===== src/design/harness_defs.svh =====
`ifndef HARNESS_DEFS_SVH
`define HARNESS_DEFS_SVH

// Bus and memory geometry
`define BUS_WIDTH    32
`define MEM_WORDS    256

// UART bit period in sys_clk cycles
`define CLKS_PER_BIT 8

// Host command bytes
`define CMD_WRITE    8'h57
`define CMD_READ     8'h52
`define CMD_START    8'h53
`define CMD_HOLD     8'h48
`define CMD_POLL     8'h50

// Reply bytes
`define RSP_OK       8'h4B
`define RSP_ERR      8'h45

`endif


===== src/design/harness_pkg.sv =====
`include "harness_defs.svh"

package harness_pkg;

    typedef logic [`BUS_WIDTH-1:0] word_t;  // Data word on the bus
    typedef logic [`BUS_WIDTH-1:0] addr_t;  // Byte address of which bits 9:2 pick the word
    typedef logic [7:0]            byte_t;  // UART payload

    // Instruction bits 31:28, anything not listed is a no-op
    typedef enum logic [3:0] {
        OP_LOAD  = 4'd1,
        OP_ADD   = 4'd2,
        OP_STORE = 4'd3,
        OP_JMP   = 4'd4,
        OP_JZ    = 4'd5,
        OP_HALT  = 4'd15
    } opcode_t;

    // Host command decoder
    typedef enum logic [1:0] {
        CTRL_IDLE,
        CTRL_ARGS,   // Collecting address and data bytes
        CTRL_BUS,
        CTRL_REPLY
    } ctrl_state_t;

    typedef enum logic [1:0] {
        CORE_FETCH,
        CORE_EXEC,
        CORE_HALTED
    } core_state_t;

endpackage


===== src/design/uart_tx.sv =====
`timescale 1ns/10ps
`include "harness_defs.svh"

module uart_tx import harness_pkg::*; (
    input  logic  sys_clk,
    input  logic  arst_n_i,
    input  logic  tx_start_i,
    input  byte_t tx_data_i,
    output logic  tx_o,
    output logic  tx_busy_o
);
    localparam int CW = $clog2(`CLKS_PER_BIT);
    localparam logic [CW-1:0] FULL_BIT = CW'(`CLKS_PER_BIT - 1);

    logic [9:0]    frame_q;   // Stop, data, start with LSB on the line
    logic [CW-1:0] clk_cnt;
    logic [3:0]    bits_left;

    always_ff @(posedge sys_clk or negedge arst_n_i) begin
        if (!arst_n_i) begin
            frame_q   <= '1;
            tx_busy_o <= 1'b0;
            clk_cnt   <= '0;
            bits_left <= '0;
        end else if (!tx_busy_o) begin
            if (tx_start_i) begin
                frame_q   <= {1'b1, tx_data_i, 1'b0};
                tx_busy_o <= 1'b1;
                clk_cnt   <= '0;
                bits_left <= 4'd10;
            end
        end else if (clk_cnt == FULL_BIT) begin
            clk_cnt   <= '0;
            frame_q   <= {1'b1, frame_q[9:1]};   // Refill with idle level
            bits_left <= bits_left - 4'd1;
            if (bits_left == 4'd1) begin
                tx_busy_o <= 1'b0;   // Stop bit done
            end
        end else begin
            clk_cnt <= clk_cnt + 1'b1;
        end
    end

    assign tx_o = frame_q[0];

endmodule


===== config.mk =====
export PLATFORM = sky130hd
export DESIGN_NAME = uart_tx
export DESIGN_NICKNAME = d
export VERILOG_FILES = /design/src/design/harness_pkg.sv /design/src/design/uart_tx.sv
export VERILOG_INCLUDE_DIRS = /design/src /design/src/design
export SDC_FILE = /design/constraint.sdc
export NUM_CORES = 1
export LEC_CHECK = 0
export ABC_AREA = 1
export BUFFER_PORTS_ARGS = -buffer_cell sky130_fd_sc_hd__buf_2
export CORE_UTILIZATION = 30
export CTS_BUF_LIST = sky130_fd_sc_hd__clkbuf_16
export DETAILED_ROUTE_END_ITERATION = 7
export GPL_TIMING_DRIVEN = 0
export PLACE_DENSITY = 0.54
export SYNTH_ARGS = -nofsm -noshare
export SYNTH_HDL_FRONTEND = slang
export SYNTH_SLANG_ARGS = --single-unit

===== constraint.sdc =====
create_clock -name sys_clk -period 1.5 [get_ports sys_clk]
set_input_delay 0.225 -clock sys_clk [delete_from_list [all_inputs] [get_ports sys_clk]]
set_output_delay 0.225 -clock sys_clk [all_outputs]
set_load 0.1 [all_outputs]

# After elaboration in Yosys (flattened, before gate mapping)

Index checks and enable logic that the tools add are counted.

Bits in registers: 18
Input bits: 11
Output and inout port bits: 2
Logic and storage cells: 24

$add $sub $neg: 2
Equality and inequality tests: 3
Mux-type cells: 13
Reductions and logical operators: 2

Operator list:

| kind                | count |
|---|---|
| $mux 10             | 3 |
| $mux 4              | 3 |
| $mux 3              | 3 |
| $eq 4x1->1 const B  | 1 |
| $mux 1              | 4 |
| $sub 4x1->4 const B | 1 |
| $add 3x1->3 const B | 1 |
| $eq 3x3->1 const B  | 1 |
| $ne 2x1->1 const B  | 1 |
| $reduce_and 2->1    | 1 |
| $reduce_bool 2->1   | 1 |

# Longest topological paths before layout

Depth in word-level cells: 4
Depth in mapped cells: 7
Mapped depth without buffers: 7

# Worst setup path before layout

Ideal clock, no wire load.

Kind: reg2reg
Start point: register tx_busy_o
End point: register bits_left[2]
Data arrival time: 1.536 ns
Required time: 1.367 ns
Path slack: -0.169 ns
Stages on the path, launching flop included: 5
Path buffers: 1
Clock period less this slack: 1.669 ns
Cell sequence: dfrtp_1 > nand2_2 > nand2_4 > buf_6 > o22ai_1

Cells in the longest elaborated chain, start to end: 2
Elaborated cells between the ends (all ways): 4

RTL lines:

| element                                                                 | line          | RTL |
|---|---|---|
| start: declaration                                                      | uart_tx.sv:10 | `output logic tx_busy_o` |
| start signal: assignment                                                | uart_tx.sv:22 | `tx_busy_o <= 1'b0;` |
| start signal: assignment                                                | uart_tx.sv:28 | `tx_busy_o <= 1'b1;` |
| start signal: assignment                                                | uart_tx.sv:37 | `tx_busy_o <= 1'b0;` |
| $ne 2x1->1 (no source line) / $reduce_bool 2->1 (equally long branches) | n/a           |  |
| $reduce_and 2->1 (no source line)                                       | n/a           |  |
| end signal: assignment                                                  | uart_tx.sv:35 | `bits_left <= bits_left - 4'd1;` |
| end: declaration                                                        | uart_tx.sv:17 | `logic [3:0] bits_left;` |

Parallel ways exist; a longest one is shown, timed or not.
A chain may end at the register's enable or synchronous reset.

# Worst setup path after layout

Start point: register frame_q[0]
End point: output tx_o

RTL lines:

| element                  | line          | RTL |
|---|---|---|
| start: declaration       | uart_tx.sv:15 | `logic [9:0] frame_q;` |
| start signal: assignment | uart_tx.sv:27 | `frame_q <= {1'b1, tx_data_i, 1'b0};` |
| start signal: assignment | uart_tx.sv:34 | `frame_q <= {1'b1, frame_q[9:1]};` |
| end: declaration         | uart_tx.sv:9  | `output logic tx_o,` |

No word-level cell between the ends.

==> results.cfg <==
[sta]
slew_viol_final = 0
final_layout_worst_hold_slack_ns = 0.234
slew_headroom = 0.680
clock_skew_ns = 0.00482
final_min_period_over_clock_period = 0.944
clock.fmax_mhz = 706
finalHoldViolCount = 0
setup_tns_ns = 0
timing.final.crit_period_ns = 1.42
finalSetupViolations = 0
grt_setup_unrepaired = false
slew_at_the_pin_closest_to_its_max_slew_limit_ns = 0.484

[pwr]
combinationalPowerShare = 0.364
power.clock.fraction = 0.245
powerDensity_mw_per_mm2 = 2100
internal_power_contribution_uw = 1400
power.switching_fraction = 0.351
switching_power_uw = 758
leakage_uw = 0.000504
power.sequential.fraction = 0.390
irDropWorstVdd_uv = 975

[clock_tree]
clock-sinks = 17
htree_levels = 1
cts-root-to-sink-buffers = 2
cts.reportedPaths.clkPinSlew_ns = 0.05
clock_tree_from_tritoncts = built
ctsRootBufferMaster = clkbuf_16
numCtsBuffers = 3
insertion_delay_ns = 0.25

[synthesis]
synth.distinct_cells = 21
synth.top_cells.by_count = nand2_1, nand3_1, inv_1, dfstp_2, dfrtp_1
syn_nets = 107
synth-async-reset-ratio = 1.00
post_synth_inst_count = 92
post-synth-top-count-cell = nand2_1
synth_ff_type = dfstp_2
yosysTopAreaCell = dfstp_2
synth_edf_count = 0
syn_area_um2 = 835
post_synth_main_area_contributors = dfstp_2, dfrtp_1, nand2_1, nand3_1, ha_1
yosys_register_bits = 17
post-synth-top-area-fraction = 0.283
sequential_fraction_of_the_synthesis_area = 0.523
yosysWarnings = 0
synth.avg_cell_area_um2 = 9.07

[global_routing]
grt_max_degree = 18
grt_usage = 0.134
grt_first_pass_wirelength_mm = 2.72
first_global_vias = 616
grt_antenna_before_repair = 0
grt-ovfl-total = 0

[floorplan]
initial_core_utilization = 0.328
dieWidth_um = 54.7
rows = 18
design.die.area_mm2 = 0.00300
placeableCoreArea_mm2 = 0.00254
pin_count = 13
die_y_um = 54.7

[setup_path]
critical_path.n_buffers_inverters = 1
cp.required_ns = 1.27
critical_path.max_stage_delay_ns = 0.52
critical_path.cell_chain = buf_2
worst-setup-path-type = flop to output port
worstReg2RegEnd = frame_q[6]
regToRegSetupSlack_ns = 0.09
critical_path.startpoint_type = flop
rr_startpoint = clk_cnt[0]
critical_path_fanout_max = 2
worst_path_dominant_cell_family = flip-flops
cpMaxStageDelayCell = dfstp_2
number_of_cells_on_the_worst_reg_to_reg_path = 6
cp_data_arrival_time_ns = 1.19
worstSetupStartpoint = frame_q[0]
cp-end-kind = output port

[route]
final_antenna_net_count = 0
via_per_inst = 4.79
drc = 0
drt-pass1-iter-count = 4
first_iter_violations = 9
overall_via_count_from_detail_route = 666
avgRoutedWirePerCell_um = 11.5
total_wire_length_mm = 1.60

[cells_and_area]
layout.cell_area.non_filler_mm2 = 0.00103
post_route_cells_drive_above_1_share = 0.294
design.final.nets = 125
antenna-diode-count = 0
share_of_the_core_filled_with_cells = 0.404
area_growth_syn_to_layout_pct = 23.1
n_fill_cell = 259

[placed_design]
port-buffer-count = 12
post-dp-hpwl_mm = 1.15
detailed_place.area_um2 = 933
place_congestion = 0.683

[hold_path]
timing.hold.worst_endpoint = frame_q[7]
hold_path_class = input port to flop
hp-start = tx_data_i[6]
timing.hold.worst_path_depth = 3

[job]
drv_cap = 0

[run_status]
run_status = complete, no violations
-- layout make-up --
| class | count | area, um^2 | share of cell area |
|---|---|---|---|
| clock inverters | 1 | 3.75 | 0.00365 |
| inverters | 11 | 41.3 | 0.0402 |
| plain buffers | 3 | 21.3 | 0.0207 |
| clock buffers | 3 | 75.1 | 0.0731 |
| flip-flops and latches | 17 | 438 | 0.426 |
| well taps | 30 | 37.5 | 0.0365 |
| repair buffers | 13 | 70.1 | 0.0682 |
| multi-input cells | 61 | 340 | 0.331 |
-- metal layers --
layer,GRT usage,up-vias,part of all wire
met5,0,-,0
met4,0.0641,0,0.021
met3,0.0417,4,0.057
met2,0.205,15,0.43
met1,0.168,315,0.49
li1,-,332,-
-- placed cells by master, fill, tap and decap left out --
master	count
nand2_1	26
buf_2	14
inv_1	11
nand3_1	11
dfstp_2	9
dfrtp_1	7
o21a_1	5
ha_1	4
clkbuf_16	3
nand2_4	2
o22ai_1	2
o21ai_1	2
nor2_1	2
inv_2	1
o31ai_1	1
nand2_2	1
buf_6	1
xnor2_1	1
a22oi_1	1
o211ai_1	1
o21ai_0	1
a21oi_1	1
dlygate4sd3_1	1
dfrtp_2	1
-- per-stage QoR --
stage	total power (uW)	std cells	worst slack, ns
finish	2160	139	0.0844
global route	2330	139	0.0180
CTS	2180	139	0.0457
detailed placement	1630	134	0.0587
global placement	1620	134	0.0574
floorplan	1470	92	0.165
-- cell families (layout without fill, tap and decap cells) --
| group | after synthesis | in the layout | share of synthesized area |
|---|---|---|---|
| simple gates | 42 | 42 | 0.220 |
| flops | 17 | 17 | 0.523 |
| compound gates | 14 | 14 | 0.111 |
| buf+inv | 14 | 31 | 0.0750 |
| fa+ha+maj | 4 | 4 | 0.0600 |
| xor+xnor | 1 | 1 | 0.0105 |
-- worst max path at each step --
stage,to,slack [ns],cells past startpoint
5_1_grt,frame_q[4],0.02,6
3_5_place_dp,frame_q[6],0.06,6
3_3_place_gp,frame_q[5],0.06,6
4_1_cts,frame_q[6],0.05,6
6_report,tx_o,0.08,1
2_1_floorplan,bits_left[2],0.17,4
-- state kept, by name, summed over array words and instances, names as in the netlist --
| signal | cells |
|---|---|
| clk_cnt | 3 |
| bits_left | 4 |
| tx_busy_o | 1 |
| frame_q | 9 |
-- power by group through the flow --
| stage | logic [uW] | registers (uW) | clock network (uW) |
|---|---|---|---|
| 2_1_floorplan | 537 | 934 | 0 |
| 3_3_place_gp | 772 | 846 | 0 |
| 3_5_place_dp | 784 | 849 | 0 |
| 4_1_cts | 792 | 843 | 547 |
| 5_1_grt | 888 | 871 | 573 |
| 6_report | 786 | 843 | 530 |
-- repair_timing --
| action | CTS | global route |
|---|---|---|
| buffers inserted | 0 | 0 |
| hold buffers | 1 | 0 |
| hold endpoints to repair | 8 | 0 |
| resized for setup | 0 | 1 |
| setup endpoints to repair | 0 | 5 |
Note: power is estimated with default switching activity, not from simulation.
