$ cat src/design/harness_defs.svh
`ifndef HARNESS_DEFS_SVH
`define HARNESS_DEFS_SVH

// Bus and memory geometry
`define BUS_WIDTH    32
`define MEM_WORDS    256

// UART bit period in sys_clk cycles
`define CLKS_PER_BIT 8

// Host command bytes
`define CMD_WRITE    8'h57
`define CMD_READ     8'h52
`define CMD_START    8'h53
`define CMD_HOLD     8'h48
`define CMD_POLL     8'h50

// Reply bytes
`define RSP_OK       8'h4B
`define RSP_ERR      8'h45

`endif

$ cat src/design/harness_pkg.sv
`include "harness_defs.svh"

package harness_pkg;

    typedef logic [`BUS_WIDTH-1:0] word_t;  // Data word on the bus
    typedef logic [`BUS_WIDTH-1:0] addr_t;  // Byte address of which bits 9:2 pick the word
    typedef logic [7:0]            byte_t;  // UART payload

    // Instruction bits 31:28, anything not listed is a no-op
    typedef enum logic [3:0] {
        OP_LOAD  = 4'd1,
        OP_ADD   = 4'd2,
        OP_STORE = 4'd3,
        OP_JMP   = 4'd4,
        OP_JZ    = 4'd5,
        OP_HALT  = 4'd15
    } opcode_t;

    // Host command decoder
    typedef enum logic [1:0] {
        CTRL_IDLE,
        CTRL_ARGS,   // Collecting address and data bytes
        CTRL_BUS,
        CTRL_REPLY
    } ctrl_state_t;

    typedef enum logic [1:0] {
        CORE_FETCH,
        CORE_EXEC,
        CORE_HALTED
    } core_state_t;

endpackage

$ cat src/design/acc_core.sv
`timescale 1ns/10ps

module acc_core import harness_pkg::*; (
    input  logic  sys_clk,
    input  logic  core_rst_i,   // Synchronous, active high
    output logic  wb_cyc_o,
    output logic  wb_stb_o,
    output logic  wb_we_o,
    output addr_t wb_addr_o,
    output word_t wb_data_o,
    input  word_t wb_data_i,
    input  logic  wb_ack_i,
    output logic  halted_o
);
    core_state_t state;
    logic [7:0]  pc;        // Word index of next instruction
    word_t       acc;
    word_t       ir;
    opcode_t     op;
    logic [7:0]  operand;

    assign op      = opcode_t'(ir[31:28]);
    assign operand = ir[7:0];

    always_ff @(posedge sys_clk) begin
        if (state == CORE_FETCH && wb_cyc_o && wb_ack_i) begin
            ir <= wb_data_i;
        end
    end

    always_ff @(posedge sys_clk) begin
        if (core_rst_i) begin
            state     <= CORE_FETCH;
            pc        <= '0;
            acc       <= '0;
            halted_o  <= 1'b0;
            wb_cyc_o  <= 1'b0;
            wb_stb_o  <= 1'b0;
            wb_we_o   <= 1'b0;
            wb_addr_o <= '0;
            wb_data_o <= '0;
        end else begin
            case (state)
                CORE_FETCH: begin
                    if (!wb_cyc_o) begin
                        wb_cyc_o  <= 1'b1;
                        wb_stb_o  <= 1'b1;
                        wb_we_o   <= 1'b0;
                        wb_addr_o <= addr_t'({pc, 2'b00});
                    end else if (wb_ack_i) begin
                        wb_cyc_o <= 1'b0;
                        wb_stb_o <= 1'b0;
                        pc       <= pc + 8'd1;
                        state    <= CORE_EXEC;
                    end
                end

                CORE_EXEC: begin
                    case (op)
                        OP_LOAD, OP_ADD, OP_STORE: begin
                            if (!wb_cyc_o) begin
                                wb_cyc_o  <= 1'b1;
                                wb_stb_o  <= 1'b1;
                                wb_we_o   <= (op == OP_STORE);
                                wb_addr_o <= addr_t'({operand, 2'b00});
                                wb_data_o <= acc;
                            end else if (wb_ack_i) begin
                                wb_cyc_o <= 1'b0;
                                wb_stb_o <= 1'b0;
                                wb_we_o  <= 1'b0;
                                if (op == OP_LOAD) begin
                                    acc <= wb_data_i;
                                end else if (op == OP_ADD) begin
                                    acc <= acc + wb_data_i;   // Wraps at 32 bits
                                end
                                state <= CORE_FETCH;
                            end
                        end
                        OP_JMP: begin
                            pc    <= operand;
                            state <= CORE_FETCH;
                        end
                        OP_JZ: begin
                            if (acc == '0) begin
                                pc <= operand;
                            end
                            state <= CORE_FETCH;
                        end
                        OP_HALT: begin
                            halted_o <= 1'b1;
                            state    <= CORE_HALTED;
                        end
                        default: state <= CORE_FETCH;   // No-op
                    endcase
                end

                CORE_HALTED: ;   // Only the core reset leaves this state

                default: state <= CORE_FETCH;
            endcase
        end
    end

endmodule

$ cat config.mk
export PLATFORM = sky130hd
export DESIGN_NAME = acc_core
export DESIGN_NICKNAME = d
export VERILOG_FILES = /design/src/design/harness_pkg.sv /design/src/design/acc_core.sv
export VERILOG_INCLUDE_DIRS = /design/src /design/src/design
export SDC_FILE = /design/constraint.sdc
export NUM_CORES = 1
export LEC_CHECK = 0
export BUFFER_PORTS_ARGS = -buffer_cell sky130_fd_sc_hd__buf_4
export CAP_MARGIN = 40
export CORE_MARGIN = 3
export CORE_UTILIZATION = 45
export DETAILED_ROUTE_END_ITERATION = 10
export GPL_TIMING_DRIVEN = 0
export PLACE_DENSITY = 0.66
export SYNTH_ARGS = -nofsm -noshare
export SYNTH_HDL_FRONTEND = slang
export SYNTH_SLANG_ARGS = --single-unit
$ cat constraint.sdc
create_clock -name sys_clk -period 4.1 [get_ports sys_clk]
set_clock_uncertainty 0.1 [all_clocks]
set_input_delay 0.82 -clock sys_clk [delete_from_list [all_inputs] [get_ports sys_clk]]
set_output_delay 0.82 -clock sys_clk [all_outputs]
set_load 0.02 [all_outputs]
Word level (Yosys, flattened, before mapping)
Index checks and enable logic that the tools add are counted. W data, S select, Z words.

Output and inout port bits: 68. Register bits: 142. Word-level logic and storage cells: 77.

Equality and inequality tests: 18. Bitwise logic cells: 2. Reductions and logical operators: 15. $add $sub $neg: 2. Multiplexer cells: 30.

Operator list (count): $mux W32 (5); $pmux W32 S2 (1); $add A32 B32 Y32 (1); $logic_not A32 Y1 (1); $pmux W8 S2 (2); $mux W8 (3); $reduce_and A5 Y1 (3); $ne A3 B3 Y1 const B (4); $mux W1 (10); $add A8 B1 Y8 const B (1); $eq A4 B2 Y1 const B (2); $eq A4 B3 Y1 const B (2); $mux W2 (4); $ne A2 B2 Y1 const B (4); $reduce_and A4 Y1 (2); $pmux W1 S2 (3); $pmux W2 S3 (1); $eq A4 B1 Y1 const B (1); $eq A4 B4 Y1 const B (1); $pmux W2 S2 (1); $reduce_and A2 Y1 (2); $reduce_bool A2 Y1 (2); $ne A3 B2 Y1 const B (1); $reduce_and A3 Y1 (1); other kinds (7) (9).

Longest topological paths before layout
Depth after elaboration: 4. Gate-level depth with buffers: 11. Gate-level depth less buffers: 11.

Least setup slack after synthesis
No wires, ideal clock.

Path type: input -> register. From: input wb_data_i[0]. To: register acc[30]. Stages on the path: 11. Data arrival time: 2940 ps. Buffers on the path: 0. Setup slack: 930 ps. Required time: 3869 ps. Setup time: 131 ps. Cell sequence: ha_1 -> fa_1 -> a21o_1 -> a31o_1 -> a21oi_2 -> o21bai_2 -> a21boi_2 -> o311ai_2 -> o221ai_1 -> xor2_1 -> o22ai_1.

Cells in the longest elaborated chain, start to end: 3.

Ends and longest elaborated chain: from (decl) (RTL line acc_core.sv:11) `input word_t wb_data_i,`; $add A32 B32 Y32 (RTL line acc_core.sv:74) `acc <= acc + wb_data_i;`; $mux W32 (RTL line acc_core.sv:73) `end else if (op == OP_ADD) begin`; $mux W32 (RTL line acc_core.sv:71) `if (op == OP_LOAD) begin`; to (signal assigned) (RTL line acc_core.sv:72) `acc <= wb_data_i;`; to (signal assigned) (RTL line acc_core.sv:74); to (decl) (RTL line acc_core.sv:17) `word_t acc;`.

No other way between the ends. The select of a mux whose other input is x is not followed. A chain may end at the register's enable or synchronous reset.

Worst setup path after layout
Ends and elaborated chain as after synthesis.

==> summary.txt <==
Floorplanning
  • Top Ports: 103
  • Cell row count: 41
  • Chip Width: 121 um
  • Chip height: 121 um
  • CORE AREA: 12,700 um2
  • Initial Util: 0.465
  • Die ar.: 14,600 um2

Final layout
  • Final core occ: 0.560
  • Nets: 910
  • Layout cells sized above 1: 0.182
  • Diode count: 0
  • Post-route design area: 7120 um2
  • Area grow syn2layout: 20.3%

Power
  • VDD IR max: 0.184 mV
  • P per Cell Area: 303 nW/um2
  • LEAKAGE: 3.03 nW

Clocking
  • Clk sink count: 98
  • CTS tree: yes
  • Clock tree buffer depth: 2
  • Worst skew pair latency: 350 ps
  • H-tree levels: 3
  • Resized Gates After CTS: 0
  • Cts bufs inserted: 9
  • Root buf cell: clkbuf_16
  • Post-CTS Setup Bufs: 0
  • Clock slew at reported path FFs: 70 ps
  • Hold Buf Count CTS: 0

Worst setup path
  • Crit. Startpoint: wb_data_i[0]
  • Reg2reg end: acc[30]
  • RR Startpoint: acc[0]
  • Worst Reg-to-Reg Cells: 11
  • CP Capture Type: register
  • Slowest stage cell on the critical path: fa_1
  • Crit-path cells: buf_4 > ha_1 > fa_1 > a21o_1 > a31o_1 > a21oi_2 > o21bai_2 > a21boi_2 > o311ai_2 > o221ai_1 > xor2_1 > o22ai_1
  • Critical Path Fanout Max: 4
  • Reg2Reg Setup Slack: 1010 ps
  • Max stage delay on crit path: 420 ps
  • CP startpoint kind: input port
  • Setup Crit Path Kind: input port to register
  • WP data arrival: 3440 ps
  • Critical path required time: 4210 ps

STA
  • RSZ-0062 raised after global routing: false
  • Max Slew Vio Count: 0
  • Final period utilization: 0.812
  • Setup TNS: 0 ps
  • Final worst path period need: 3330 ps
  • Worst rel slew slack: 0.486
  • Slew @ Worst Pin: 769 ps
  • Setup ws final: 770 ps
  • Min Hold Slack: 355 ps
  • Final setup fails: 0
  • Final hold viol count: 0
  • FMAX: 300 MHz

Global routing
  • Initial antenna violation count: 0
  • Vias in the first global route: 5,374
  • First-pass GRT wire length: 27,300 um
  • Largest net degree at the start of global routing: 18
  • Overall Global Routing Usage: 0.233
  • Total grt overflow: 0

Worst hold path
  • Hold crit path type: register to register
  • Min-delay src: wb_data_o[13]
  • Hold depth: 2
  • Hold EP: wb_data_o[13]

Synthesis
  • Main synth FF type: dfxtp_1
  • Syn avg cell area: 8.11 um2
  • Cell taking the most area after synthesis: dfxtp_1
  • Most instantiated cells after synthesis: nand2_1, dfxtp_1, a21oi_1, nor2_1, ha_1
  • Post-synthesis sequential area ratio: 0.352
  • Top-area cell type share of the netlist area: 0.291
  • Netlist Area Pre-Place: 5920 um2
  • Distinct cells, synth: 74
  • Cells after synthesis: 729
  • Synth top area cells: dfxtp_1, nand2_1, a21oi_1
  • Async SR Flop Fraction: 0
  • Seq cells post-synth: 98
  • Most frequent cell after synthesis: nand2_1
  • Synth Warn #: 0
  • Post-synth EDFFs: 12

Drt
  • Post-route ant nets: 0
  • Initial DRC Count: 434
  • Total vias in the final route: 5,742
  • Detailed Routing Iterations Pass 1: 5
  • Routed len/inst: 16.6 um
  • Post-Route WL: 17,000 um
  • Vias/cell: 5.63
  • Residual DRC: 0

Placement
  • Gpl congestion: 0.987
  • Placement Cell Area: 6820 um2
  • Hpwl dp: 13,000 um
  • Port Buf Inserts: 77
  • Dpl ws: 437 ps

Outcome
  • Status: finished clean

Run
  • Maxcap violations: 0
## power breakdown
group | switching, W | leakage, nW | internal (W)
combinational | 0.000170 | 2.08 | 0.000112
sequential | 0.0000151 | 0.806 | 0.000991
clock | 0.000391 | 0.148 | 0.000480
## how the worst max path moves through the flow
stage	endpoint	slack [ps]	depth (start not counted)
floorplan	acc[30]	930	11
global placement	pc[6]	430	7
detailed placement	acc[30]	440	12
CTS	acc[30]	800	12
global route	acc[30]	640	12
finish	acc[30]	770	12
## cell usage in the layout, fill, tap and decap left out, types with 3 or more instances in the layout
master,instances
a211o_1,3
a211oi_1,4
a21o_1,18
a21oi_1,84
a21oi_2,4
a221oi_2,3
a22oi_1,4
a311oi_1,26
a31oi_1,7
and3_1,9
buf_1,3
buf_4,103
buf_6,6
clkbuf_1,28
clkbuf_16,9
conb_1,24
dfxtp_1,86
edfxtp_1,12
ha_1,32
inv_1,5
nand2_1,149
nand2b_1,5
nand3_1,11
nand4_1,10
nor2_1,60
nor2b_1,4
nor3_1,5
nor4_1,10
o21ai_0,23
o21ai_1,9
o22ai_1,3
o31ai_1,3
or3_1,4
xnor2_1,17
xor2_1,8
## cell type report
type	instances	area, um2
buffer	66	410
clock buffer	9	225
clock inverter	7	76.3
fill	1233	5600
inverter	5	18.8
multi-input combinational	583	3500
sequential	98	2080
tap	172	215
timing repair buffer	79	594
## sequential cells by signal, indices dropped and copies added (netlist names)
signal / flops
acc: 32
halted_o: 1
ir: 12
pc: 8
state: 2
wb_addr_o: 8
wb_cyc_o: 1
wb_data_o: 32
wb_stb_o: 1
wb_we_o: 1
## routing by layer
layer | routed length (um) | vias up | part of all wire | GRT usage
met1 | 7610 | 2671 | 0.45 | 0.324
met2 | 7740 | 234 | 0.46 | 0.374
li1 | - | 2815 | - | -
met3 | 1260 | 22 | 0.075 | 0.0341
met5 | 0 | - | 0 | 0
met4 | 350 | 0 | 0.021 | 0.0708
## critical path, delay by kind of cell
family | cells | cell delay, ps
AOI/OAI and AO/OA | 8 | 1650
xor gates and xnor gates | 1 | 160
adders and majority gates | 2 | 660
buffers and inverters | 1 | 130
## kinds of logic (layout without fill, tap and decap cells)
family,after synthesis,after routing,synth area share
other,1,24,0.000634
multiplexers,2,2,0.00338
AO/OA/AOI/OAI,216,216,0.243
buffers and inverters,71,166,0.0725
AND/OR/NAND/NOR,283,283,0.220
XOR/XNOR,25,25,0.0370
adder cells (fa/ha/maj),33,33,0.0711
flip-flops,98,98,0.352
## through the flow
stage          instances  power (W)
2_1_floorplan        752    0.00121
3_3_place_gp        1001    0.00130
3_5_place_dp        1003    0.00131
4_1_cts             1019    0.00217
5_1_grt             1019    0.00225
6_report            1019    0.00216
(Power assumes the default switching activity.)
