===== src/design/harness_defs.svh =====
`ifndef HARNESS_DEFS_SVH
`define HARNESS_DEFS_SVH

// Bus and memory geometry
`define BUS_WIDTH    32
`define MEM_WORDS    256

// UART bit period in sys_clk cycles
`define CLKS_PER_BIT 8

// Host command bytes
`define CMD_WRITE    8'h57
`define CMD_READ     8'h52
`define CMD_START    8'h53
`define CMD_HOLD     8'h48
`define CMD_POLL     8'h50

// Reply bytes
`define RSP_OK       8'h4B
`define RSP_ERR      8'h45

`endif


===== src/design/harness_pkg.sv =====
`include "harness_defs.svh"

package harness_pkg;

    typedef logic [`BUS_WIDTH-1:0] word_t;  // Data word on the bus
    typedef logic [`BUS_WIDTH-1:0] addr_t;  // Byte address of which bits 9:2 pick the word
    typedef logic [7:0]            byte_t;  // UART payload

    // Instruction bits 31:28, anything not listed is a no-op
    typedef enum logic [3:0] {
        OP_LOAD  = 4'd1,
        OP_ADD   = 4'd2,
        OP_STORE = 4'd3,
        OP_JMP   = 4'd4,
        OP_JZ    = 4'd5,
        OP_HALT  = 4'd15
    } opcode_t;

    // Host command decoder
    typedef enum logic [1:0] {
        CTRL_IDLE,
        CTRL_ARGS,   // Collecting address and data bytes
        CTRL_BUS,
        CTRL_REPLY
    } ctrl_state_t;

    typedef enum logic [1:0] {
        CORE_FETCH,
        CORE_EXEC,
        CORE_HALTED
    } core_state_t;

endpackage


===== src/design/uart_rx.sv =====
`timescale 1ns/10ps
`include "harness_defs.svh"

module uart_rx import harness_pkg::*; (
    input  logic  sys_clk,
    input  logic  arst_n_i,
    input  logic  rx_i,
    output byte_t rx_data_o,
    output logic  rx_valid_o
);
    localparam int CW = $clog2(`CLKS_PER_BIT);
    localparam logic [CW-1:0] HALF_BIT = CW'(`CLKS_PER_BIT / 2 - 1);
    localparam logic [CW-1:0] FULL_BIT = CW'(`CLKS_PER_BIT - 1);

    logic          rx_meta;
    logic          rx_sync;
    logic          busy;
    logic [CW-1:0] clk_cnt;
    logic [3:0]    bit_idx;   // 0 start, 1..8 data, 9 stop
    byte_t         shift_q;

    // Line idles high
    always_ff @(posedge sys_clk or negedge arst_n_i) begin
        if (!arst_n_i) begin
            rx_meta <= 1'b1;
            rx_sync <= 1'b1;
        end else begin
            rx_meta <= rx_i;
            rx_sync <= rx_meta;
        end
    end

    always_ff @(posedge sys_clk or negedge arst_n_i) begin
        if (!arst_n_i) begin
            busy       <= 1'b0;
            clk_cnt    <= '0;
            bit_idx    <= '0;
            rx_valid_o <= 1'b0;
        end else begin
            rx_valid_o <= 1'b0;
            if (!busy) begin
                if (!rx_sync) begin   // Possible start bit
                    busy    <= 1'b1;
                    clk_cnt <= '0;
                    bit_idx <= '0;
                end
            end else if (bit_idx == 4'd0) begin
                if (clk_cnt == HALF_BIT) begin
                    clk_cnt <= '0;
                    if (rx_sync) begin
                        busy <= 1'b0;   // Glitch, back to idle
                    end else begin
                        bit_idx <= 4'd1;
                    end
                end else begin
                    clk_cnt <= clk_cnt + 1'b1;
                end
            end else if (clk_cnt == FULL_BIT) begin
                clk_cnt <= '0;
                if (bit_idx == 4'd9) begin
                    busy       <= 1'b0;
                    rx_valid_o <= rx_sync;   // Framing check on stop bit
                end else begin
                    bit_idx <= bit_idx + 4'd1;
                end
            end else begin
                clk_cnt <= clk_cnt + 1'b1;
            end
        end
    end

    // LSB arrives first
    always_ff @(posedge sys_clk) begin
        if (busy && bit_idx != 4'd0 && bit_idx != 4'd9 && clk_cnt == FULL_BIT) begin
            shift_q <= {rx_sync, shift_q[7:1]};
        end
    end

    assign rx_data_o = shift_q;

endmodule


===== config.mk =====
export PLATFORM = sky130hd
export DESIGN_NAME = uart_rx
export DESIGN_NICKNAME = d
export VERILOG_FILES = /design/src/design/harness_pkg.sv /design/src/design/uart_rx.sv
export VERILOG_INCLUDE_DIRS = /design/src /design/src/design
export SDC_FILE = /design/constraint.sdc
export NUM_CORES = 1
export LEC_CHECK = 0
export ABC_CLOCK_PERIOD_IN_PS = 1300
export BUFFER_PORTS_ARGS = -buffer_cell sky130_fd_sc_hd__buf_4
export CAP_MARGIN = 25
export CORE_MARGIN = 5
export CORE_UTILIZATION = 40
export CTS_CLUSTER_SIZE = 25
export DETAILED_ROUTE_END_ITERATION = 8
export GPL_ROUTABILITY_DRIVEN = 0
export HOLD_SLACK_MARGIN = 0.03
export PLACE_DENSITY = 0.64
export RECOVER_POWER = 25
export SYNTH_ARGS = -nofsm -noshare
export SYNTH_HDL_FRONTEND = slang
export SYNTH_SLANG_ARGS = --single-unit

===== constraint.sdc =====
create_clock -name sys_clk -period 1.3 [get_ports sys_clk]
set_input_delay 0.195 -clock sys_clk [delete_from_list [all_inputs] [get_ports sys_clk]]
set_output_delay 0.195 -clock sys_clk [all_outputs]
set_load 0.1 [all_outputs]

Word-level counts from Yosys, hierarchy flattened
Index checks and enable logic that the tools add are counted.
Word-level totals
  output and inout bits: 9
  register bits: 19
  latch bits: 0
  RAM bits: 0
  ROM bits: 0
  memories kept: 0
  input port bits: 3
Operators by class
  add/sub/neg operators: 2
  multiplexer cells: 22
  $mul: 0
  magnitude comparators: 0
  divide/modulo/power cells: 0
  shift-type cells: 0
  bitwise operators: 0
  reductions and logical operators: 6
  equal/unequal tests: 9
Operator list (number)
  4-bit two-way mux: 7
  3-bit two-way mux: 5
  1-bit two-way mux: 10
  3-bit != test (second input constant): 2
  5-bit AND reduction: 1
  4-bit by 1-bit adder with 4-bit output (second input constant): 1
  4-bit == test (second input constant): 1
  4-bit zero test: 1
  4-bit != test (second input constant): 1
  4-bit nonzero test: 1
  3-bit by 1-bit adder with 3-bit output (second input constant): 1
  3-bit by 2-bit == test with 1-bit output (second input constant): 1
  3-bit == test (second input constant): 1
  1-bit logical AND: 3
  3-bit by 1-bit != test with 1-bit output (second input constant): 1
  3-bit by 2-bit != test with 1-bit output (second input constant): 1
  2-bit by 1-bit != test with 1-bit output (second input constant): 1

Logic depth before layout (Yosys ltp)
Gate-level depths: netlist of the first run.
  word-level depth: 5
  gate-level depth with buffers: 6
  gate-level depth less buffers: 6

Worst setup path after synthesis of the first run
No wires, ideal clock.
  path kind: reg2reg
  from: register clk_cnt[0]
  to: register shift_q[0], in the netlist rx_data_o[0] (enable)
  stages on the path, launching flop included: 4
  path slack: -146 ps
  arrival: 1117 ps
  data required time: 972 ps
  path through: dfrtp_1 > ha_1 > ha_1 > o211a_1
On the way
  word-level cells in the longest chain between the ends: 2
RTL lines
  from (decl): RTL line uart_rx.sv:18  | logic [CW-1:0] clk_cnt;
  from (signal assigned): RTL line uart_rx.sv:56  | clk_cnt <= clk_cnt + 1'b1;
  from (signal assigned): RTL line uart_rx.sv:67  | clk_cnt <= clk_cnt + 1'b1;
  3-bit == test: RTL line uart_rx.sv:74  | if (busy && bit_idx != 4'd0 && bit_idx != 4'd9 && clk_cnt == FULL_BIT) begin
  1-bit logical AND: RTL line uart_rx.sv:74
  to (signal assigned): RTL line uart_rx.sv:75  | shift_q <= {rx_sync, shift_q[7:1]};
  to (decl): RTL line uart_rx.sv:20  | byte_t shift_q;
Every way passes these cells.
A chain may end at the register's enable or synchronous reset.

Worst setup path after layout of the first run
  from: register clk_cnt[0]
  to: register bit_idx[1]
On the way
  word-level cells in the longest chain between the ends: 3
RTL lines
  3-bit by 2-bit == test with 1-bit output / 3-bit == test (equally long branches): RTL line uart_rx.sv:48, uart_rx.sv:58
  3-bit by 2-bit != test with 1-bit output (no source line) (tied with other cells)
  5-bit AND reduction (no source line) *
  to (signal assigned): RTL line uart_rx.sv:64  | bit_idx <= bit_idx + 4'd1;
  to (decl): RTL line uart_rx.sv:19  | logic [3:0] bit_idx;
Mark *: on every way between the ends. The rest lies on a longest branch, timed or not.

==> run metrics, run 1 <==
status complete, but fails checks; failing checks negative setup slack; Detailed Route Iter0 Violations 16; Worst Path Arrival 1.64 ns; Worst setup EP type flip-flop; core region area 2250 µm²; share of post-route cells with drive strength above 1 50.0%; I/O pin cnt 12; Slew HR 55.7%; CTS tree done; Die Footprint 3510 µm²; Total Neg Setup Slack -1.55 ns; Antenna Cells 0; Worst R2R Path Depth 6; Storage cell area 519 µm²; number of core rows 17; Syn-to-layout area delta 42.8%; Port Buffers 11; Num CTS Buffers 3; Hold Path Stages 0; Max Fclk 695 MHz; flops & latches, synth 19; Final Cycle Share 111%; min Tclk post-route 1.44 ns; Final Hold Viols 0; Worst-path clk slew 0.12 ns; routed vias/inst 5.14; Crit path required time 1.51 ns; Mapped Cells 83; CTS Sinks 19; RSZ-0062 raised after global routing true; root buf cell clkbuf_4; Syn Nets 94; drt pass-1 iters 4; DR DRC count 0; Leak Pwr 0.000583 µW; Seq/Total Area, Yosys 53.4%; deepest clock path buffer count 2; power per cell area 2260 nW/µm²; nets@finish 130; Skew-Pair Late Insertion Delay 0.31 ns; Total Wirelength 2160 µm; die width 59.3 µm; final instance area 1390 µm²; Clock Skew 0.00917 ns; Max-Cap Viols 0; setup ws final -0.139 ns; Congestion Overflow GR 0; Crit Path Max Fanout 4; Mapped Area 971 µm²; vias in the first global route 812; fillers 193; number of H-tree levels 1; Post-Place Cell Area 1200 µm²; Die H 59.3 µm; Final Max Slew Viols 0; Detailed Place HPWL 1540 µm; Min-Delay Path Class reg -> reg; synthesized area per cell 11.7 µm²; synth unique cells 30; Setup Crit Path Kind reg -> reg; total number of vias 751; Starting Density 43.1%; worst slew pin tran 0.664 ns; first-pass GRT wire length 3790 µm; Worst Setup Start Kind flip-flop; largest net degree at the start of global routing 13; area occupied by multi-input gates 512 µm²; gr usage total 14.7%; initial antenna violation count 0; Max rail drop VDD 0.00130 V; Total Power 3130 µW; Avg WL per Cell 14.8 µm; final setup fails 16; Routed Antenna Nets 0; synth warn 0
[sequential cells by signal, indices dropped and copies added, names as in the netlist]
signal / cells
rx_valid_o: 1
clk_cnt: 3
rx_data_o: 8
bit_idx: 4
busy: 1
rx_sync: 1
rx_meta: 1
[cells by family (layout without fill, tap and decap cells)]
family | Yosys count | after routing | synth area share, %
adders and majority gates | 8 | 8 | 10.3
AOI/OAI and AO/OA | 21 | 22 | 15.5
DFF | 19 | 19 | 53.4
and+or+nand+nor | 21 | 21 | 12.6
buffers and inverters | 12 | 46 | 6.19
muxes | 2 | 2 | 2.06
[timing repair]
item,in CTS,in global routing
setup buffers,4,1
setup endpoints to repair,17,17
endpoints found under the hold margin,12,0
pin swaps,12,7
hold buffers,2,0
cloned,1,0
resized for setup,18,7
[routing by layer]
| layer | track usage [%] | wire length [µm] | up-vias |
|---|---|---|---|
| met5 | 0 | 0 | - |
| met4 | 6.47 | 42 | 0 |
| met1 | 15.6 | 884 | 371 |
| met3 | 2.83 | 77 | 5 |
| met2 | 27.8 | 1160 | 11 |
| li1 | - | - | 364 |
[through the flow]
| step | hold slack (ns) | std cells | worst slack (ns) | util, % |
|---|---|---|---|---|
| 4_1_cts | 0.232 | 145 | -0.143 | 60.4 |
| 2_1_floorplan | -0.101 | 83 | -0.0942 | - |
| 5_1_grt | 0.378 | 146 | -0.245 | 61.5 |
| 3_5_place_dp | 0.0431 | 134 | -0.195 | 53.2 |
| 6_report | 0.368 | 146 | -0.139 | 61.5 |
| 3_3_place_gp | 0.0379 | 134 | -0.129 | 53.2 |
[cells in the final DEF, fill, tap and decap left out, drive strengths merged, types with 2 or more instances in the layout]
| cell type | Yosys | layout |
|---|---|---|
| a21oi | 4 | 4 |
| buf | 2 | 30 |
| clkbuf | 1 | 4 |
| dfrtp | 9 | 9 |
| dfstp | 2 | 2 |
| dlygate4sd3 | 0 | 2 |
| edfxtp | 8 | 8 |
| ha | 8 | 8 |
| inv | 9 | 9 |
| mux2i | 2 | 2 |
| nand2 | 10 | 10 |
| nand4 | 2 | 2 |
| nor2b | 3 | 3 |
| o211a | 1 | 2 |
| o211ai | 3 | 3 |
| o21ai | 6 | 6 |
[cell usage after synthesis]
master | count | share of area (%)
nand2_1 | 10 | 3.9
dfrtp_1 | 9 | 23
inv_1 | 9 | 3.5
edfxtp_1 | 8 | 25
ha_1 | 8 | 10
o21ai_0 | 6 | 3.1
a21oi_1 | 4 | 2.1
nor2b_1 | 3 | 1.9
dfstp_2 | 2 | 5.4
mux2i_1 | 2 | 2.1
nand4_1 | 2 | 1.3
o211ai_1 | 2 | 1.5
a211o_1 | 1 | 0.90
a21boi_0 | 1 | 0.77
a21o_1 | 1 | 0.77
a22oi_1 | 1 | 0.77
a32oi_2 | 1 | 1.7
and2b_2 | 1 | 0.90
and3_1 | 1 | 0.64
buf_4 | 1 | 0.77
buf_6 | 1 | 1.2
clkbuf_4 | 1 | 0.77
nand4bb_1 | 1 | 1.2
nor2_1 | 1 | 0.39
nor3_1 | 1 | 0.51
nor3b_4 | 1 | 1.9
o211a_1 | 1 | 1.0
o211ai_2 | 1 | 1.3
o22ai_1 | 1 | 0.64
o2bb2ai_1 | 1 | 0.90
[final cells by class]
cell class | count | share of cell area [%]
clock inverter | 1 | 0.542
multi-input combinational | 53 | 36.9
timing repair buffer | 33 | 18.5
inverter | 9 | 2.44
clock buffer | 3 | 1.62
sequential | 19 | 37.5
tap | 28 | 2.53
[worst paths after layout]
kind | startpoint | endpoint | slack (ns)
setup / recovery | clk_cnt[0]$_DFFE_PN0P_ | bit_idx[1]$_DFFE_PN0P_ | -0.14
hold / removal | rx_meta$_DFF_PN1_ | rx_sync$_DFF_PN1_ | 0.37
setup reg to reg | clk_cnt[0]$_DFFE_PN0P_ | bit_idx[1]$_DFFE_PN0P_ | -0.14
hold reg to reg | rx_meta$_DFF_PN1_ | rx_sync$_DFF_PN1_ | 0.37
max in group asynchronous | arst_n_i | bit_idx[0]$_DFFE_PN0P_ | 0.42
min in group asynchronous | arst_n_i | clk_cnt[0]$_DFFE_PN0P_ | 0.40
[critical path, stage by stage, from the launching register on]
cell	delay [ns]
dfrtp_1	0.41
ha_4	0.18
ha_1	0.15
nand4bb_1	0.13
a21boi_1	0.21
a21o_1	0.16
o211ai_2	0.08
[report_power, final]
group | internal [µW] | switching (µW) | total, µW
clock network | 117 | 201 | 319
logic | 886 | 957 | 1840
registers | 799 | 166 | 965
No activity file was read; power rests on OpenSTA's default activity.
==> run 2: changes to the inputs <==
--- a/config.mk
+++ b/config.mk
@@ -6,7 +6,7 @@
 export SDC_FILE = /design/constraint.sdc
 export NUM_CORES = 1
 export LEC_CHECK = 0
-export ABC_CLOCK_PERIOD_IN_PS = 1300
+export ABC_CLOCK_PERIOD_IN_PS = 1520
 export BUFFER_PORTS_ARGS = -buffer_cell sky130_fd_sc_hd__buf_4
 export CAP_MARGIN = 25
 export CORE_MARGIN = 5
@@ -14,8 +14,9 @@
 export CTS_CLUSTER_SIZE = 25
 export DETAILED_ROUTE_END_ITERATION = 8
 export GPL_ROUTABILITY_DRIVEN = 0
+export GPL_TIMING_DRIVEN = 0
 export HOLD_SLACK_MARGIN = 0.03
-export PLACE_DENSITY = 0.64
+export PLACE_DENSITY = 0.62
 export RECOVER_POWER = 25
 export SYNTH_ARGS = -nofsm -noshare
 export SYNTH_HDL_FRONTEND = slang
==> constraint.sdc (replaced) <==
create_clock -name sys_clk -period 1.52 [get_ports sys_clk]
set_input_delay 0.228 -clock sys_clk [delete_from_list [all_inputs] [get_ports sys_clk]]
set_output_delay 0.228 -clock sys_clk [all_outputs]
set_load 0.1 [all_outputs]
==> run 2 against run 1 <==
The flow now finishes without violations. Largest cell class unchanged. Non-clock buffer count down 12. Sequential cell count is the same. Critical endpoint unchanged. Routed wire length down 3.7%. Register-to-register slack gained 0.17 ns.
==> run metrics, run 2 (synthesis gave the netlist of run 1 again) <==
Final Hold Viols 0; Worst R2R Path Depth 6; root buf cell clkbuf_4; number of H-tree levels 1; area occupied by multi-input gates 477 µm²; routed vias/inst 5.28; Total Wirelength 2080 µm; min Tclk post-route 1.49 ns; Detailed Place HPWL 1340 µm; I/O pin cnt 12; Num CTS Buffers 3; power per cell area 1910 nW/µm²; Final Max Slew Viols 0; Clock Skew 0.0133 ns; Final Cycle Share 98.1%; share of post-route cells with drive strength above 1 36.8%; Skew-Pair Late Insertion Delay 0.31 ns; Storage cell area 518 µm²; core region area 2250 µm²; worst slew pin tran 0.677 ns; Setup Crit Path Kind reg -> reg; Hold Path Stages 0; Starting Density 43.1%; final setup fails 0; Worst Hold Endpoint rx_sync$_DFF_PN1_; Total Power 2410 µW; leading cell type in the layout, fill and taps excluded buf_4; Die H 59.3 µm; die width 59.3 µm; Congestion Overflow GR 0; Avg WL per Cell 15.5 µm; Worst Setup Start Kind flip-flop; total number of vias 707; number of core rows 17; hold path startpoint rx_meta$_DFF_PN1_; first-pass GRT wire length 3410 µm; Largest register FFs 8; Total Neg Setup Slack 0 ns; most frequent cells in the layout buf_4 (16), nand2_1 (10), dfrtp_1 (9); Final Util 55.7%; Worst Path Arrival 1.72 ns; Max rail drop VDD 0.000995 V; Antenna Cells 0; deepest clock path buffer count 2; Routed Antenna Nets 0; RSZ-0062 raised after global routing true; DR DRC count 0; Min-Delay Path Class reg -> reg; vias in the first global route 736; Crit path required time 1.74 ns; Post-Place Cell Area 1090 µm²; R2R Setup Slk 0.03 ns; CTS tree done; Port Buffers 11; Reg-to-Reg Start clk_cnt[0]$_DFFE_PN0P_; Leak Pwr 0.000518 µW; Max Fclk 671 MHz; nets@finish 118; fillers 209; status finished, final reports clean; Syn-to-layout area delta 29.4%; Die Footprint 3510 µm²; Detailed Route Iter0 Violations 9; Crit Path Max Fanout 4; CTS Sinks 19; largest net degree at the start of global routing 13; Hold WS 0.366 ns; initial antenna violation count 0; Max-Cap Viols 0; drt pass-1 iters 4; final instance area 1260 µm²; gr usage total 13.2%; Worst-path clk slew 0.13 ns; Worst setup EP type flip-flop; Slew HR 54.9%; FF-to-FF End bit_idx[1]$_DFFE_PN0P_
[run 2: worst max-delay path by stage]
| stage | slack, ns | startpoint | cells past startpoint | end |
|---|---|---|---|---|
| finish | 0.03 | clk_cnt[0]$_DFFE_PN0P_ | 6 | bit_idx[1]$_DFFE_PN0P_ |
| global route | -0.007 | clk_cnt[0]$_DFFE_PN0P_ | 6 | bit_idx[1]$_DFFE_PN0P_ |
| CTS | 0.03 | bit_idx[1]$_DFFE_PN0P_ | 6 | bit_idx[1]$_DFFE_PN0P_ |
| detailed placement | -0.14 | clk_cnt[0]$_DFFE_PN0P_ | 3 | rx_data_o[6]$_DFFE_PP_ |
| global placement | -0.11 | clk_cnt[0]$_DFFE_PN0P_ | 3 | rx_data_o[7]$_DFFE_PP_ |
| floorplan | 0.07 | clk_cnt[0]$_DFFE_PN0P_ | 3 | rx_data_o[0]$_DFFE_PP_ |
[run 2: worst max-delay path, stage by stage, from the launching register on]
cell       delay, ns
dfrtp_1         0.44
ha_4            0.20
ha_1            0.18
nand4bb_1       0.15
a21boi_2        0.08
a21o_1          0.18
o211ai_2        0.17
[run 2: repair_timing]
| item | CTS | global route |
|---|---|---|
| setup buffers | 5 | 0 |
| endpoints found under the hold margin | 12 | 0 |
| setup endpoints to repair | 12 | 14 |
| hold buffers | 2 | 0 |
| pin swaps | 0 | 4 |
| resized for setup | 7 | 10 |
| cloned | 0 | 1 |
[run 2: layout make-up]
type	count	share of cell area (%)
flip-flops and latches	19	41.2
multi-input cells	53	37.9
repair buffers	18	10.9
well taps	28	2.79
inverters	9	2.69
plain buffers	3	2.09
clock buffers	3	1.79
clock inverters	1	0.598
[run 2: report_power, final]
part	leakage (µW)	switching, µW	internal [µW]
logic	0.000300	782	571
registers	0.000203	97.3	681
clock network	0.0000139	175	100
total	0.000518	1050	1350
[run 2: through the flow]
step	worst slack, ns	cells
2_1_floorplan	0.0742	83
3_3_place_gp	-0.107	122
3_5_place_dp	-0.138	122
4_1_cts	0.0335	133
5_1_grt	-0.00689	134
6_report	0.0288	134
[run 2: metal layers]
layer,GRT usage (%),up-vias,wire length (µm)
li1,-,342,-
met1,16.0,351,911
met2,22.3,12,1110
met3,2.61,2,43
met4,5.83,0,14
met5,0,-,0
